<file path="config.mk">
export PLATFORM = sky130hd
export DESIGN_NAME = victim_select
export DESIGN_NICKNAME = d
export VERILOG_FILES = /design/src/hdl/cache_pkg.sv /design/src/hdl/victim_select.sv
export SDC_FILE = /design/constraint.sdc
export NUM_CORES = 1
export LEC_CHECK = 0
export ABC_AREA = 1
export ABC_CLOCK_PERIOD_IN_PS = 2300
export CAP_MARGIN = 20
export CORE_AREA = 2 2 39 41
export DETAILED_ROUTE_END_ITERATION = 8
export DIE_AREA = 0 0 41 43
export DONT_BUFFER_PORTS = 1
export PLACE_DENSITY = 0.4
export RECOVER_POWER = 50
export SLEW_MARGIN = 5
export SYNTH_ARGS = -nofsm -noshare
export SYNTH_HDL_FRONTEND = slang
export SYNTH_SLANG_ARGS = --single-unit
</file>
<file path="constraint.sdc">
create_clock -name vclk -period 2.3
set_input_delay 0.345 -clock vclk [all_inputs]
set_output_delay 0.345 -clock vclk [all_outputs]
set_load 0.03 [all_outputs]
</file>
<file path="src/hdl/cache_pkg.sv">
`default_nettype none

package cache_pkg;

  localparam int addr_width  = 24;  // byte address
  localparam int word_width  = 32;  // host word
  localparam int line_width  = 64;  // lower memory line
  localparam int offset_bits = 3;   // byte offset within a line
  localparam int num_ways    = 4;
  localparam int count_bits  = 3;   // saturating usage counter
  localparam int state_bits  = 2;

  localparam int words_per_line = line_width / word_width;

  // line state codes, invalid must stay all zero so reset clears to it
  localparam logic [state_bits-1:0] ls_invalid = 2'd0;
  localparam logic [state_bits-1:0] ls_clean   = 2'd1;
  localparam logic [state_bits-1:0] ls_dirty   = 2'd2;

  // one cache line, seen whole by the lower memory or as words by the host
  typedef union packed {
    logic [line_width-1:0] line;
    logic [words_per_line-1:0][word_width-1:0] words;  // words[0] is the low half
  } line_u;

endpackage

`default_nettype wire

</file>
<file path="src/hdl/victim_select.sv">
`timescale 1ns/1ps
`default_nettype none

module victim_select (
  input  logic [cache_pkg::num_ways-1:0][cache_pkg::state_bits-1:0] states,
  input  logic [cache_pkg::num_ways-1:0][cache_pkg::count_bits-1:0] counts,
  output logic [1:0]                                                victim_way
);

  import cache_pkg::*;

  logic                  any_invalid;
  logic [1:0]            first_invalid;
  logic                  com1;
  logic                  com2;
  logic [count_bits-1:0] min1;
  logic [count_bits-1:0] min2;

  always_comb begin
    any_invalid   = 1'b0;
    first_invalid = '0;
    for (int w = num_ways - 1; w >= 0; w--) begin
      if (states[w] == ls_invalid) begin
        any_invalid   = 1'b1;
        first_invalid = 2'(w);  // lowest index wins
      end
    end
  end

  // pairwise minimum, the lower way keeps a tie
  assign com1 = counts[0] > counts[1];
  assign min1 = com1 ? counts[1] : counts[0];
  assign com2 = counts[2] > counts[3];
  assign min2 = com2 ? counts[3] : counts[2];

  always_comb begin
    if (any_invalid) begin
      victim_way = first_invalid;
    end else if (min1 > min2) begin
      victim_way = {1'b1, com2};
    end else begin
      victim_way = {1'b0, com1};
    end
  end

endmodule

`default_nettype wire

</file>
==> impl_metrics.yaml <==
outcome:
  status: "complete, no violations"
timing:
  fin_ws_ns: 0.0170
  max_slew_margin: 0.860
  rsz0062_at_grt: "true"
  hold_violations: 0
  fin_crit_ns: 2.28
  tightest_slew_ns: 0.208
  post-route-period-util: 0.993
  fin_setup_tns_ns: 0
  hold_ws_ns: 0.930
  finalMaxSlewViolations: 0
  finalSetupViolCount: 0
  max_freq_mhz: 438
pwr:
  power_frac_seq: 0
  p_sw_frac: 0.521
  power.share.combinational: 1.000
  cellPowerDensity_mw_per_mm2: 373
  cellInternalPower_uw: 111
  ir_worst_vdd_mv: 0.248
  leakage_uw: 0.000278
  p_clk_frac: 0
  switching_power_uw: 121
logic_synthesis:
  ys_warn_count: 0
  synth-compound-area-share: 0.161
  syn_avg_cell_area_sq_um: 5.87
  synthAdderAreaFrac: 0.295
  seq_area_frac_synth: 0
  yosysTopAreaCell: "ha_1"
  synthSimpleGateAreaFrac: 0.456
  synthTopCellsByArea: "ha_1, nand2_1, inv_1, nor2_1, a21oi_1"
  synth_cell_type_count: 15
  muxShareOfSynthArea: 0
  synth-xor-area-share: 0
  synth_top_area_frac: 0.295
  syn_inst: 65
  netlist_area_sq_um: 382
  synth_top_family_by_area: "simple AND/OR/NAND/NOR gates"
  synth_nets: 94
worst_setup_path:
  path_max_fanout: 5
  cp-start-kind: "input pin"
  crit_type: "in -> out"
  required_ns: 1.96
  cp-end-kind: "primary output"
  critPathArrivalTime_ns: 1.94
cells_and_area:
  final_cell_mix: "nand2_1, buf_4, nor2_1"
  layout_commonest_cell: "nand2_1"
  clockBufferCount: 0
  nets: 105
  nFlopsAndLatches: 0
  seq_area_sq_um: 0
  synthToLayoutAreaGrowth_pct: 63.3
  fin_util: 0.450
  final_area_sq_um: 623
  antenna_cells: 0
  drive_above_1_share: 0.527
die:
  rows: 14
  start_util: 0.276
  die_w_um: 41
  ios: 22
  die_y_um: 43
  die_area_sq_mm: 0.00176
  placeableCoreArea_sq_mm: 0.00138
grt:
  grt_pass1_wl_um: 1250
  grt_usage: 0.0919
  grt_overflow: 0
  grt_max_degree: 8
  antenna_found_initial: 0
  grt_pass1_vias: 349
route:
  viasPerCell: 4.72
  drc: 0
  drt_wl_total_um: 844
  num_vias: 425
  antenna_left: 0
  drt_iter0_markers: 1
  drt_first_pass_iters: 3
  wl_per_cell_um: 9.38
placed_design:
  dp_hpwl_um: 645
  pre_cts_ws_ns: -0.146
  numPortBuffers: 0
  gp_routability_congestion: 0.641
  placed_cell_area_sq_um: 458
min_path:
  holdCritPathClass: "in -> out"
  holdPathEnd: "victim_way[0]"
  whs_path_depth: 3
  min_from: "states[6]"
clock_network:
  ctsHoldBuffers: 0
run:
  max_cap_viol_count: 0
cells by family (layout without fill, tap and decap cells):
family	after synthesis	after routing
buffers and inverters	9	18
AND/OR/NAND/NOR	36	36
AO/OA/AOI/OAI	11	11
adder cells (fa/ha/maj)	9	9
timing repair:
item | CTS | global route
endpoints found under the setup margin | 2 | 2
buffers inserted | 2 | 0
gates resized for setup | 19 | 20
pin swaps | 17 | 17
cloned | 0 | 0
synth_stat cells:
cell type / instances
a21oi_1: 5
a21oi_2: 1
ha_1: 9
inv_1: 9
nand2_1: 15
nand2_2: 2
nand2_4: 1
nand3_1: 5
nand3b_1: 2
nor2_1: 7
nor2_2: 1
nor2b_2: 1
o21ai_0: 4
o31ai_1: 1
or2_1: 2
final cells by class:
type                       instances  area, sq um
fill                             145          761
inverter                           9         58.8
multi-input combinational         56          473
tap                               16         20.0
timing repair buffer               9         71.3
how the worst max path moves through the flow:
stage / startpoint / endpoint / slack [ns]
after floorplan: counts[5] / victim_way[0] / 0.01
after global placement: counts[5] / victim_way[0] / -0.15
after CTS: counts[5] / victim_way[1] / -0.02
after detailed placement: counts[5] / victim_way[0] / -0.15
after global routing: counts[11] / victim_way[1] / -0.11
final: counts[11] / victim_way[1] / 0.02
metal layers:
layer / wire, um / up-vias / global-route usage / share of wire
li1: - / 234 / - / -
met1: 374 / 180 / 0.136 / 0.44
met2: 431 / 11 / 0.153 / 0.51
met3: 38 / 0 / 0 / 0.045
met4: 0 / 0 / 0 / 0
met5: 0 / - / 0 / 0
power by group through the flow:
stage	clock network, uW	logic [uW]	registers (uW)
floorplan	0	128	0
global placement	0	174	0
detailed placement	0	173	0
CTS	0	198	0
global route	0	261	0
finish	0	232	0
through the flow:
stage | instances | power, uW
global route | 90 | 261
CTS | 90 | 198
finish | 90 | 232
detailed placement | 88 | 173
global placement | 88 | 174
floorplan | 65 | 128
worst max-delay path, stage by stage:
cell,delay [ns]
inv_8,0.01
ha_4,0.26
nand3b_1,0.08
nand2_2,0.11
nand2_4,0.09
nor2_4,0.08
a21oi_2,0.04
ha_1,0.30
nand3_1,0.08
nand2_1,0.07
nand2_1,0.07
buf_4,0.14
a21oi_2,0.12
buf_6,0.14
Note: power is estimated with default switching activity, not from simulation.
