===== src/hdl/cache_pkg.sv =====
`default_nettype none

package cache_pkg;

  localparam int addr_width  = 24;  // byte address
  localparam int word_width  = 32;  // host word
  localparam int line_width  = 64;  // lower memory line
  localparam int offset_bits = 3;   // byte offset within a line
  localparam int num_ways    = 4;
  localparam int count_bits  = 3;   // saturating usage counter
  localparam int state_bits  = 2;

  localparam int words_per_line = line_width / word_width;

  // line state codes, invalid must stay all zero so reset clears to it
  localparam logic [state_bits-1:0] ls_invalid = 2'd0;
  localparam logic [state_bits-1:0] ls_clean   = 2'd1;
  localparam logic [state_bits-1:0] ls_dirty   = 2'd2;

  // one cache line, seen whole by the lower memory or as words by the host
  typedef union packed {
    logic [line_width-1:0] line;
    logic [words_per_line-1:0][word_width-1:0] words;  // words[0] is the low half
  } line_u;

endpackage

`default_nettype wire


===== src/hdl/cache_ctrl.sv =====
`timescale 1ns/1ps
`default_nettype none

module cache_ctrl #(
  parameter int index_bits = 14
) (
  input  logic                                                      clk,
  input  logic                                                      reset,
  input  logic                                                      ce_hig,
  input  logic                                                      rw_hig,
  input  logic [cache_pkg::addr_width-1:0]                          addr_hig,
  input  logic [cache_pkg::word_width-1:0]                          wdata_hig,
  input  logic [cache_pkg::num_ways-1:0]                            way_hit,
  input  cache_pkg::line_u [cache_pkg::num_ways-1:0]                way_lines,
  input  logic [cache_pkg::num_ways-1:0]
               [cache_pkg::addr_width-index_bits-cache_pkg::offset_bits-1:0] way_tags,
  input  logic [cache_pkg::num_ways-1:0][cache_pkg::state_bits-1:0] way_states,
  input  logic [1:0]                                                victim_way,
  input  logic [cache_pkg::line_width-1:0]                          rdata_low,
  input  logic                                                      rdy_low,
  output logic                                                      rdy_hig,
  output logic [cache_pkg::word_width-1:0]                          rdata_hig,
  output logic [cache_pkg::num_ways-1:0]                            line_wr,
  output logic [cache_pkg::num_ways-1:0]                            count_inc,
  output logic [cache_pkg::num_ways-1:0]                            count_clr,
  output cache_pkg::line_u                                          wr_line,
  output logic [cache_pkg::state_bits-1:0]                          wr_state,
  output logic                                                      ce_low,
  output logic                                                      rw_low,
  output logic [cache_pkg::addr_width-1:0]                          addr_low,
  output logic [cache_pkg::line_width-1:0]                          wdata_low
);

  import cache_pkg::*;

  localparam logic [1:0] st_idle       = 2'd0;
  localparam logic [1:0] st_write_back = 2'd1;
  localparam logic [1:0] st_fill       = 2'd2;
  localparam logic [1:0] st_respond    = 2'd3;

  logic [1:0]            state;
  logic [1:0]            vic;      // way being replaced
  logic [1:0]            hit_way;
  logic [1:0]            acc_way;
  logic                  word_sel;
  logic [index_bits-1:0] index;
  logic                  req;
  logic                  hit_go;
  logic                  miss_go;
  logic                  victim_dirty;
  logic                  fill_go;
  logic                  fill_done;
  line_u                 fill_line;

  assign index        = addr_hig[offset_bits +: index_bits];
  assign word_sel     = addr_hig[offset_bits-1];
  assign fill_line    = rdata_low;
  assign acc_way      = (state == st_respond) ? vic : hit_way;
  assign victim_dirty = way_states[victim_way] == ls_dirty;

  // ce_hig is not looked at while rdy_hig is up
  assign req       = (state == st_idle) && ce_hig && !rdy_hig;
  assign hit_go    = req && (|way_hit);
  assign miss_go   = req && !(|way_hit);
  assign fill_go   = (miss_go && !victim_dirty) || ((state == st_fill) && !ce_low);
  assign fill_done = (state == st_fill) && ce_low && rdy_low;

  always_comb begin
    hit_way = '0;
    for (int w = num_ways - 1; w >= 0; w--) begin
      if (way_hit[w]) begin
        hit_way = 2'(w);
      end
    end
  end

  // way update: word merge on host writes, whole line on a fill
  always_comb begin
    line_wr   = '0;
    count_inc = '0;
    count_clr = '0;
    wr_line   = way_lines[acc_way];
    wr_line.words[word_sel] = wdata_hig;
    wr_state  = ls_dirty;
    if (hit_go) begin
      line_wr[hit_way]   = !rw_hig;
      count_inc[hit_way] = 1'b1;
    end else if (fill_done) begin
      line_wr[vic]   = 1'b1;
      count_clr[vic] = 1'b1;
      wr_line        = fill_line;
      wr_state       = ls_clean;
    end else if (state == st_respond) begin
      line_wr[vic]   = !rw_hig;  // access on the freshly filled line
      count_inc[vic] = 1'b1;
    end
  end

  always_ff @(posedge clk or posedge reset) begin
    if (reset) begin
      state   <= st_idle;
      vic     <= '0;
      rdy_hig <= 1'b0;
      ce_low  <= 1'b0;
      rw_low  <= 1'b1;
    end else begin
      rdy_hig <= hit_go || fill_done;
      case (state)
        st_idle: begin
          if (miss_go) begin
            vic    <= victim_way;
            ce_low <= 1'b1;
            rw_low <= !victim_dirty;  // write back first if dirty
            state  <= victim_dirty ? st_write_back : st_fill;
          end
        end
        st_write_back: begin
          if (rdy_low) begin
            ce_low <= 1'b0;
            state  <= st_fill;
          end
        end
        st_fill: begin
          if (fill_go) begin
            ce_low <= 1'b1;
            rw_low <= 1'b1;
          end else if (rdy_low) begin
            ce_low <= 1'b0;
            state  <= st_respond;
          end
        end
        default: begin
          state <= st_idle;  // respond lasts one cycle
        end
      endcase
    end
  end

  always_ff @(posedge clk) begin
    if (hit_go && rw_hig) begin
      rdata_hig <= way_lines[hit_way].words[word_sel];
    end else if (fill_done && rw_hig) begin
      rdata_hig <= fill_line.words[word_sel];
    end
    if (miss_go && victim_dirty) begin
      addr_low  <= {way_tags[victim_way], index, {offset_bits{1'b0}}};
      wdata_low <= way_lines[victim_way].line;
    end else if (fill_go) begin
      addr_low <= {addr_hig[addr_width-1:offset_bits], {offset_bits{1'b0}}};
    end
  end

endmodule

`default_nettype wire


===== config.mk =====
export PLATFORM = sky130hd
export DESIGN_NAME = cache_ctrl
export DESIGN_NICKNAME = d
export VERILOG_FILES = /design/src/hdl/cache_pkg.sv /design/src/hdl/cache_ctrl.sv
export SDC_FILE = /design/constraint.sdc
export NUM_CORES = 1
export LEC_CHECK = 0
export BUFFER_PORTS_ARGS = -buffer_cell sky130_fd_sc_hd__buf_2
export CAP_MARGIN = 20
export CORE_AREA = 4 4 238 240
export DETAILED_ROUTE_END_ITERATION = 16
export DIE_AREA = 0 0 242 244
export GPL_ROUTABILITY_DRIVEN = 0
export PLACE_DENSITY = 0.46
export SYNTH_ARGS = -nofsm -noshare
export SYNTH_HDL_FRONTEND = slang
export SYNTH_SLANG_ARGS = --single-unit

===== constraint.sdc =====
create_clock -name clk -period 11 [get_ports clk]
set_input_delay 1.1 -clock clk [delete_from_list [all_inputs] [get_ports clk]]
set_output_delay 1.1 -clock clk [all_outputs]
set_load 0.05 [all_outputs]

==> metrics.md, run 1 <==
| Metric | Value |
|---|---|
| Largest net degree at the start of global routing | 89 |
| Die H | 244 µm |
| CTS tree | done |
| Critical Path End Type | output port |
| Pwr per Cell Area | 191 mW/mm² |
| First-pass GRT wire length | 108 mm |
| Multi-input logic area | 0.00844 mm² |
| Detail Route Antenna Nets | 0 |
| Die W | 242 µm |
| Final WS setup | 4.96 ns |
| Slowest cell on the critical path | nor2_4 |
| Clk sinks | 124 |
| Post-synthesis register bit count | 124 |
| Root Driver | clkbuf_16 |
| Initial antenna violation count | 12 |
| Synth async-reset ratio | 0.0565 |
| Max Slew Vio Count | 0 |
| Crit path time final | 6.04 ns |
| Worst hold start | rw_low |
| Hold Fails Final Rpt | 0 |
| Via Count | 15,300 |
| Leak Pwr | 0.00672 µW |
| Setup Skew | 0.0144 ns |
| Reg2reg setup slack | 7.84 ns |
| Post-DP HPWL | 52.0 mm |
| Routed wl met3 | 7.09 mm |
| Sequential cell area | 0.00369 mm² |
| Die area | 0.0590 mm² |
| Worst Max-Slew Pin Slew | 1.12 ns |
| Hold WS | 0.526 ns |
| Area of the core | 0.0547 mm² |
| Tcrit/Tclk final | 0.549 |
| Mapped Cells | 1,362 |
| Routed wire per std cell | 28.8 µm |
| CP most frequent cell | buf_4 |
| Vias in the first global route | 15,300 |
| Final TNS setup | 0 ns |
| RSZ-0062 raised after global routing | false |
| Slew headroom | 0.250 |
| # Post-CTS Setup Buffers | 0 |
| Critical-path cell list | buf_4, or4_4, a21o_4, inv_1, nor2_4, buf_4, nand3_1, o211a_1, buf_2 |
| CP Class | in -> out |
| CTS Hold Bufs | 0 |
| 1st-iter DRT viols | 1,311 |
| Peak Freq | 166 MHz |
| HP Class | reg -> reg |
| Share of cells above drive strength 1 | 0.415 |
| FP Rows | 86 |
| Endpoints failing setup | 0 |
| Max cap viols | 0 |
| GRT Util Overall | 0.243 |
| Ys Warns | 0 |
| Drt via density | 5.89 |
| M1 WL | 29.1 mm |
| Hold EP | rw_low |
| Crit-path max cell delay | 0.90 ns |
| Peak supply drop | 0.000132 V |
| Sequential area share after synthesis | 0.289 |
| R2r worst-path depth | 8 |
| Pre-CTS setup slack | 5.03 ns |
| CTS resizes | 0 |
| Critical Path Fanout Max | 51 |
| Buf/Inv on CP | 4 |
| Uppermost layer routed | met5 |
| Launching point of the worst reg2reg path | state[0] |
| Status | complete, no violations |
| Fillers | 5,849 |
| Syn avg cell area | 9.37 µm² |
| Post-synth EDFFs | 117 |
| Main synth FF type | edfxtp_1 |
| CP required | 9.90 ns |
| Drt first pass iters | 7 |
| Routed WL | 74.9 mm |
| CP top delay family | buffers and inverters |
| CTS Buf Count | 17 |
| Hold Path Depth | 2 |
| Synth Cell Area | 0.0128 mm² |
| Critical path arrival | 4.94 ns |
| Met2 wire length | 36.0 mm |
| # IOs | 624 |
| Clock Latency Late Sink | 0.50 ns |
| Nets@finish | 2,305 |
| Area growth from synthesis to layout | 33.1% |
| Clock Tree Buf Depth | 2 |
| H-Tree Level Count | 4 |
| Drc violations | 0 |
| Initial core utilization | 0.234 |
| Reg2reg end | rdata_hig[25] |
| Grt ovf | 0 |
| Startpoint class of the critical path | input pin |
| Yosys cell types | 62 |
| IO Port Bufs | 618 |
| Reg clk slew, reported paths | 0.07 ns |
-- worst register-to-register path, stage by stage, from the launching register on --
cell,delay (ns)
dfrtp_1,0.44
inv_1,0.14
ha_1,0.30
nand3b_1,0.19
nor2_1,0.36
nand2_4,0.35
buf_4,0.49
a211oi_1,0.48
o32ai_1,0.14
-- per-stage QoR --
| stage | std cells | total power [µW] | utilization | cell area [µm²] |
|---|---|---|---|---|
| detailed placement | 2561 | 2630 | 0.300 | 16400 |
| global route | 2602 | 3390 | 0.311 | 17000 |
| global placement | 2560 | 2630 | 0.299 | 16400 |
| floorplan | 1364 | 2010 | - | 12800 |
| finish | 2604 | 3250 | 0.311 | 17000 |
| CTS | 2593 | 3260 | 0.310 | 16900 |
-- layer usage --
metal,GRT usage,vias to the layer above
met3,0.0636,171
met5,0,-
met1,0.297,7589
li1,-,6496
met2,0.409,1065
met4,0.0994,4
-- cells in the mapped netlist (all sizes together), types with 3 or more instances --
cell type	instances	area (µm²)
o211a	64	641
a211oi	64	480
o21ai	38	201
o21bai	3	22.5
a22o	32	280
a22oi	64	480
a21oi	100	500
o32ai	32	280
inv	8	30.0
a31oi	4	25.0
nor4	4	37.5
and3	3	18.8
ha	5	62.6
nand2	142	536
buf	70	382
o211ai	32	240
nand2b	4	25.0
mux4	71	1600
nand3	40	200
a221oi	32	280
nor2b	66	413
or2	3	18.8
nor2	106	400
mux2	9	101
edfxtp	117	3510
o221ai	34	298
mux2i	96	961
clkbuf	82	308
dfrtp	6	150
-- placed cells by master (no fill, tap or decap), types with 17 or more instances in the layout --
cell type,netlist,layout
a22o_1,32,32
o211a_1,64,64
buf_4,3,29
a22oi_1,64,64
a221oi_1,32,32
nand3_1,40,40
o21ai_0,36,36
o211ai_1,32,32
o32ai_1,32,32
nor2_1,105,104
mux4_2,71,71
a21oi_1,100,100
clkbuf_16,0,17
o221ai_1,34,34
buf_2,44,613
nand2_1,141,138
nor2b_1,66,65
mux2i_1,96,96
a211oi_1,64,64
edfxtp_1,117,117
-- cells by family (layout without fill, tap and decap cells) --
logic type      count (synthesis)  in the layout  share of synthesized area
other cells                     1             13                   0.000294
buf+inv                       160            686                     0.0564
compound gates                512            512                      0.301
flops                         124            124                      0.289
fa+ha+maj                       5              5                    0.00490
mux                           176            176                      0.208
simple gates                  384            384                      0.140
-- state kept, by name, indices dropped and copies added, names as in the netlist --
signal,count
rdata_hig,32
rw_low,1
ce_low,1
vic,2
addr_low,21
state,2
rdy_hig,1
wdata_low,64
-- power breakdown --
| group | internal, µW | switching [µW] |
|---|---|---|
| combinational | 557 | 1430 |
| clock | 301 | 305 |
| sequential | 587 | 67.1 |
| total | 1440 | 1800 |
-- how the worst max path moves through the flow --
| stage | slack, ns | startpoint | depth (start not counted) | to |
|---|---|---|---|---|
| floorplan | 6.04 | victim_way[0] | 4 | wdata_low[0] |
| global placement | 4.94 | way_hit[1] | 9 | wr_line[5] |
| global route | 4.86 | way_hit[1] | 9 | wr_line[4] |
| CTS | 5.01 | way_hit[1] | 9 | wr_line[4] |
| detailed placement | 5.03 | way_hit[1] | 9 | wr_line[4] |
| finish | 4.96 | way_hit[1] | 9 | wr_line[4] |
-- final cells by class --
class / count / area share
clock buffers: 17 / 0.0250
flip-flops and latches: 124 / 0.217
well taps: 704 / 0.0518
multi-input cells: 1080 / 0.497
inverters: 8 / 0.00177
clock inverters: 15 / 0.00847
repair buffers: 646 / 0.197
diodes: 10 / 0.00147
No activity file was read; power rests on OpenSTA's default activity.
==> run 2, diff against run 1 <==
- clock period: 11 -> 5.8 ns (I/O delays scaled with it)
==> run 2 against run 1 <==
Against the previous run: cell area increased by 0.27%; die area unchanged; power increased by 89%; sequential power increased by 90%; setup slack got worse by 3.9 ns; clock power increased by 90%; utilization increased by 0.085 points; combinational power increased by 89%; register-to-register slack got worse by 5.2 ns; critical path type is now reg -> out.
==> metrics.md, run 2 (synthesis results as in run 1) <==
| Metric | Value |
|---|---|
| Status | complete, no violations |
| Max cap viols | 0 |
| Detail Route Antenna Nets | 0 |
| FP Rows | 86 |
| Initial core utilization | 0.234 |
| CTS tree | done |
| Tcrit/Tclk final | 0.826 |
| # Post-CTS Setup Buffers | 0 |
| Dpl cell area | 0.0164 mm² |
| GRT Util Overall | 0.239 |
| First-pass GRT wire length | 106 mm |
| Routed wire per std cell | 28.3 µm |
| Leak Pwr | 0.00673 µW |
| IO Port Bufs | 618 |
| Biggest register | wdata_low |
| CP Class | reg -> out |
| Drt via density | 5.80 |
| Pwr per Cell Area | 361 mW/mm² |
| Internal | 2770 µW |
| Vias in the first global route | 15,000 |
| Initial antenna violation count | 20 |
| Setup Skew | 0.0123 ns |
| H-Tree Level Count | 4 |
| CTS Buf Count | 17 |
| Drc violations | 0 |
| HP Class | in -> reg |
| Largest net degree at the start of global routing | 88 |
| Nets@finish | 2,309 |
| Post-route cell area | 0.0170 mm² |
| Drt first pass iters | 8 |
| Critical Path End Type | output port |
| Critical path arrival | 4.21 ns |
| Combinational Power Share | 0.611 |
| Worst Max-Slew Pin Slew | 1.10 ns |
| Grt ovf | 0 |
| # IOs | 624 |
| Most frequent cells in the layout | 613 x buf_2, 138 x nand2_1, 117 x edfxtp_1, 104 x nor2_1, 100 x a21oi_1 |
| 1st-iter DRT viols | 1,180 |
| R2r worst-path depth | 8 |
| CP Capture Point | wr_line[5] |
| Hold Fails Final Rpt | 0 |
| Number of flip-flops in the largest register | 64 |
| Commonest non-fill, non-tap cell in the layout | buf_2 |
| Total Power | 6150 µW |
| Peak Freq | 209 MHz |
| Share of cells above drive strength 1 | 0.416 |
| Clk sinks | 124 |
| CP required | 5.22 ns |
| Clock Latency Late Sink | 0.49 ns |
| Launching point of the worst reg2reg path | state[0] |
| Die area | 0.0590 mm² |
| RSZ-0062 raised after global routing | false |
| Switch Pwr | 3370 µW |
| Die H | 244 µm |
| Root Driver | clkbuf_16 |
| Via Count | 15,200 |
| Worst setup path start | state[0] |
| Largest registers | wdata_low x64, rdata_hig x32, addr_low x21 |
| Area growth from synthesis to layout | 33.5% |
| Reg clk slew, reported paths | 0.07 ns |
| Pre-CTS setup slack | 1.49 ns |
| Final WS setup | 1.01 ns |
| Slew headroom | 0.262 |
| Clock Tree Buf Depth | 2 |
| Switching share of power | 0.549 |
| Post-DP HPWL | 51.8 mm |
| Peak supply drop | 0.000255 V |
| Routed WL | 73.9 mm |
| Startpoint class of the critical path | flip-flop |
| Seq pwr share | 0.202 |
| Area of the core | 0.0547 mm² |
| Crit path time final | 4.79 ns |
| Endpoints failing setup | 0 |
| Die W | 242 µm |
| Max Slew Vio Count | 0 |
| Critical Path Fanout Max | 51 |
| Final TNS setup | 0 ns |
| Reg2reg setup slack | 2.61 ns |
| Reg2reg end | rdata_hig[14] |
| Clock share of power | 0.186 |
## run 2: cell types whose count changed in the layout (fill, tap and decap cells not counted), sizes merged
| cell | change |
|---|---|
| buf | +3 |
| diode | +7 |
| clkinvlp | +2 |
| inv | -4 |
| clkinv | +1 |
| bufinv | +1 |
| dlygate4sd3 | +1 |
## run 2: how the worst min path moves through the flow
stage | cells after the start | to | slack, ns | startpoint
finish | 1 | addr_low[9] | 0.27 | addr_hig[9]
floorplan | 1 | ce_low | 0.38 | reset
global placement | 2 | rw_low | 0.51 | rw_low
global route | 1 | addr_low[6] | 0.23 | addr_hig[6]
detailed placement | 2 | rw_low | 0.51 | rw_low
CTS | 1 | addr_low[5] | 0.22 | addr_hig[5]
## run 2: power by group through the flow
stage	sequential, µW	combinational [µW]	clock [µW]
after detailed placement	1260	3730	0
after global routing	1250	3930	1220
final	1240	3760	1150
after CTS	1240	3750	1190
after global placement	1260	3720	0
after floorplan	1430	2380	0
## run 2: area by class of cell
| cell class | count | area, µm² |
|---|---|---|
| diodes | 17 | 42.5 |
| inverters | 8 | 30.0 |
| fillers | 5801 | 37600 |
| multi-input cells | 1080 | 8440 |
| repair buffers | 650 | 3380 |
| clock buffers | 17 | 425 |
| flip-flops and latches | 124 | 3690 |
| clock inverters | 15 | 153 |
| well taps | 704 | 881 |
## run 2: worst max-delay path, cell delays in order (launching register included)
cell and delay, ns:
dfrtp_1 0.45, inv_1 0.15, ha_1 0.30, and3b_1 0.41, a21o_4 0.60, o311a_2 0.75
buf_4 0.41, o211ai_1 0.17, o211a_1 0.20, buf_2 0.23
## run 2: per-layer routing
layer	vias up	wire length, µm	global-route usage
met3	167	6520	0.0595
met1	7508	29200	0.294
li1	6511	-	-
met4	6	2590	0.0948
met5	-	36	0
met2	980	35500	0.401
## run 2: what timing repair did
action | 4_1_cts | 5_1_grt
hold endpoints to repair | 6 | 0
gates resized for setup | 0 | 0
hold buffers | 1 | 0
## run 2: metrics by stage
stage | util | cells | hold slack (ns)
CTS | 0.310 | 2597 | 0.221
detailed placement | 0.300 | 2564 | 0.508
global placement | 0.300 | 2564 | 0.513
global route | 0.312 | 2612 | 0.229
floorplan | - | 1364 | 0.383
finish | 0.312 | 2615 | 0.266
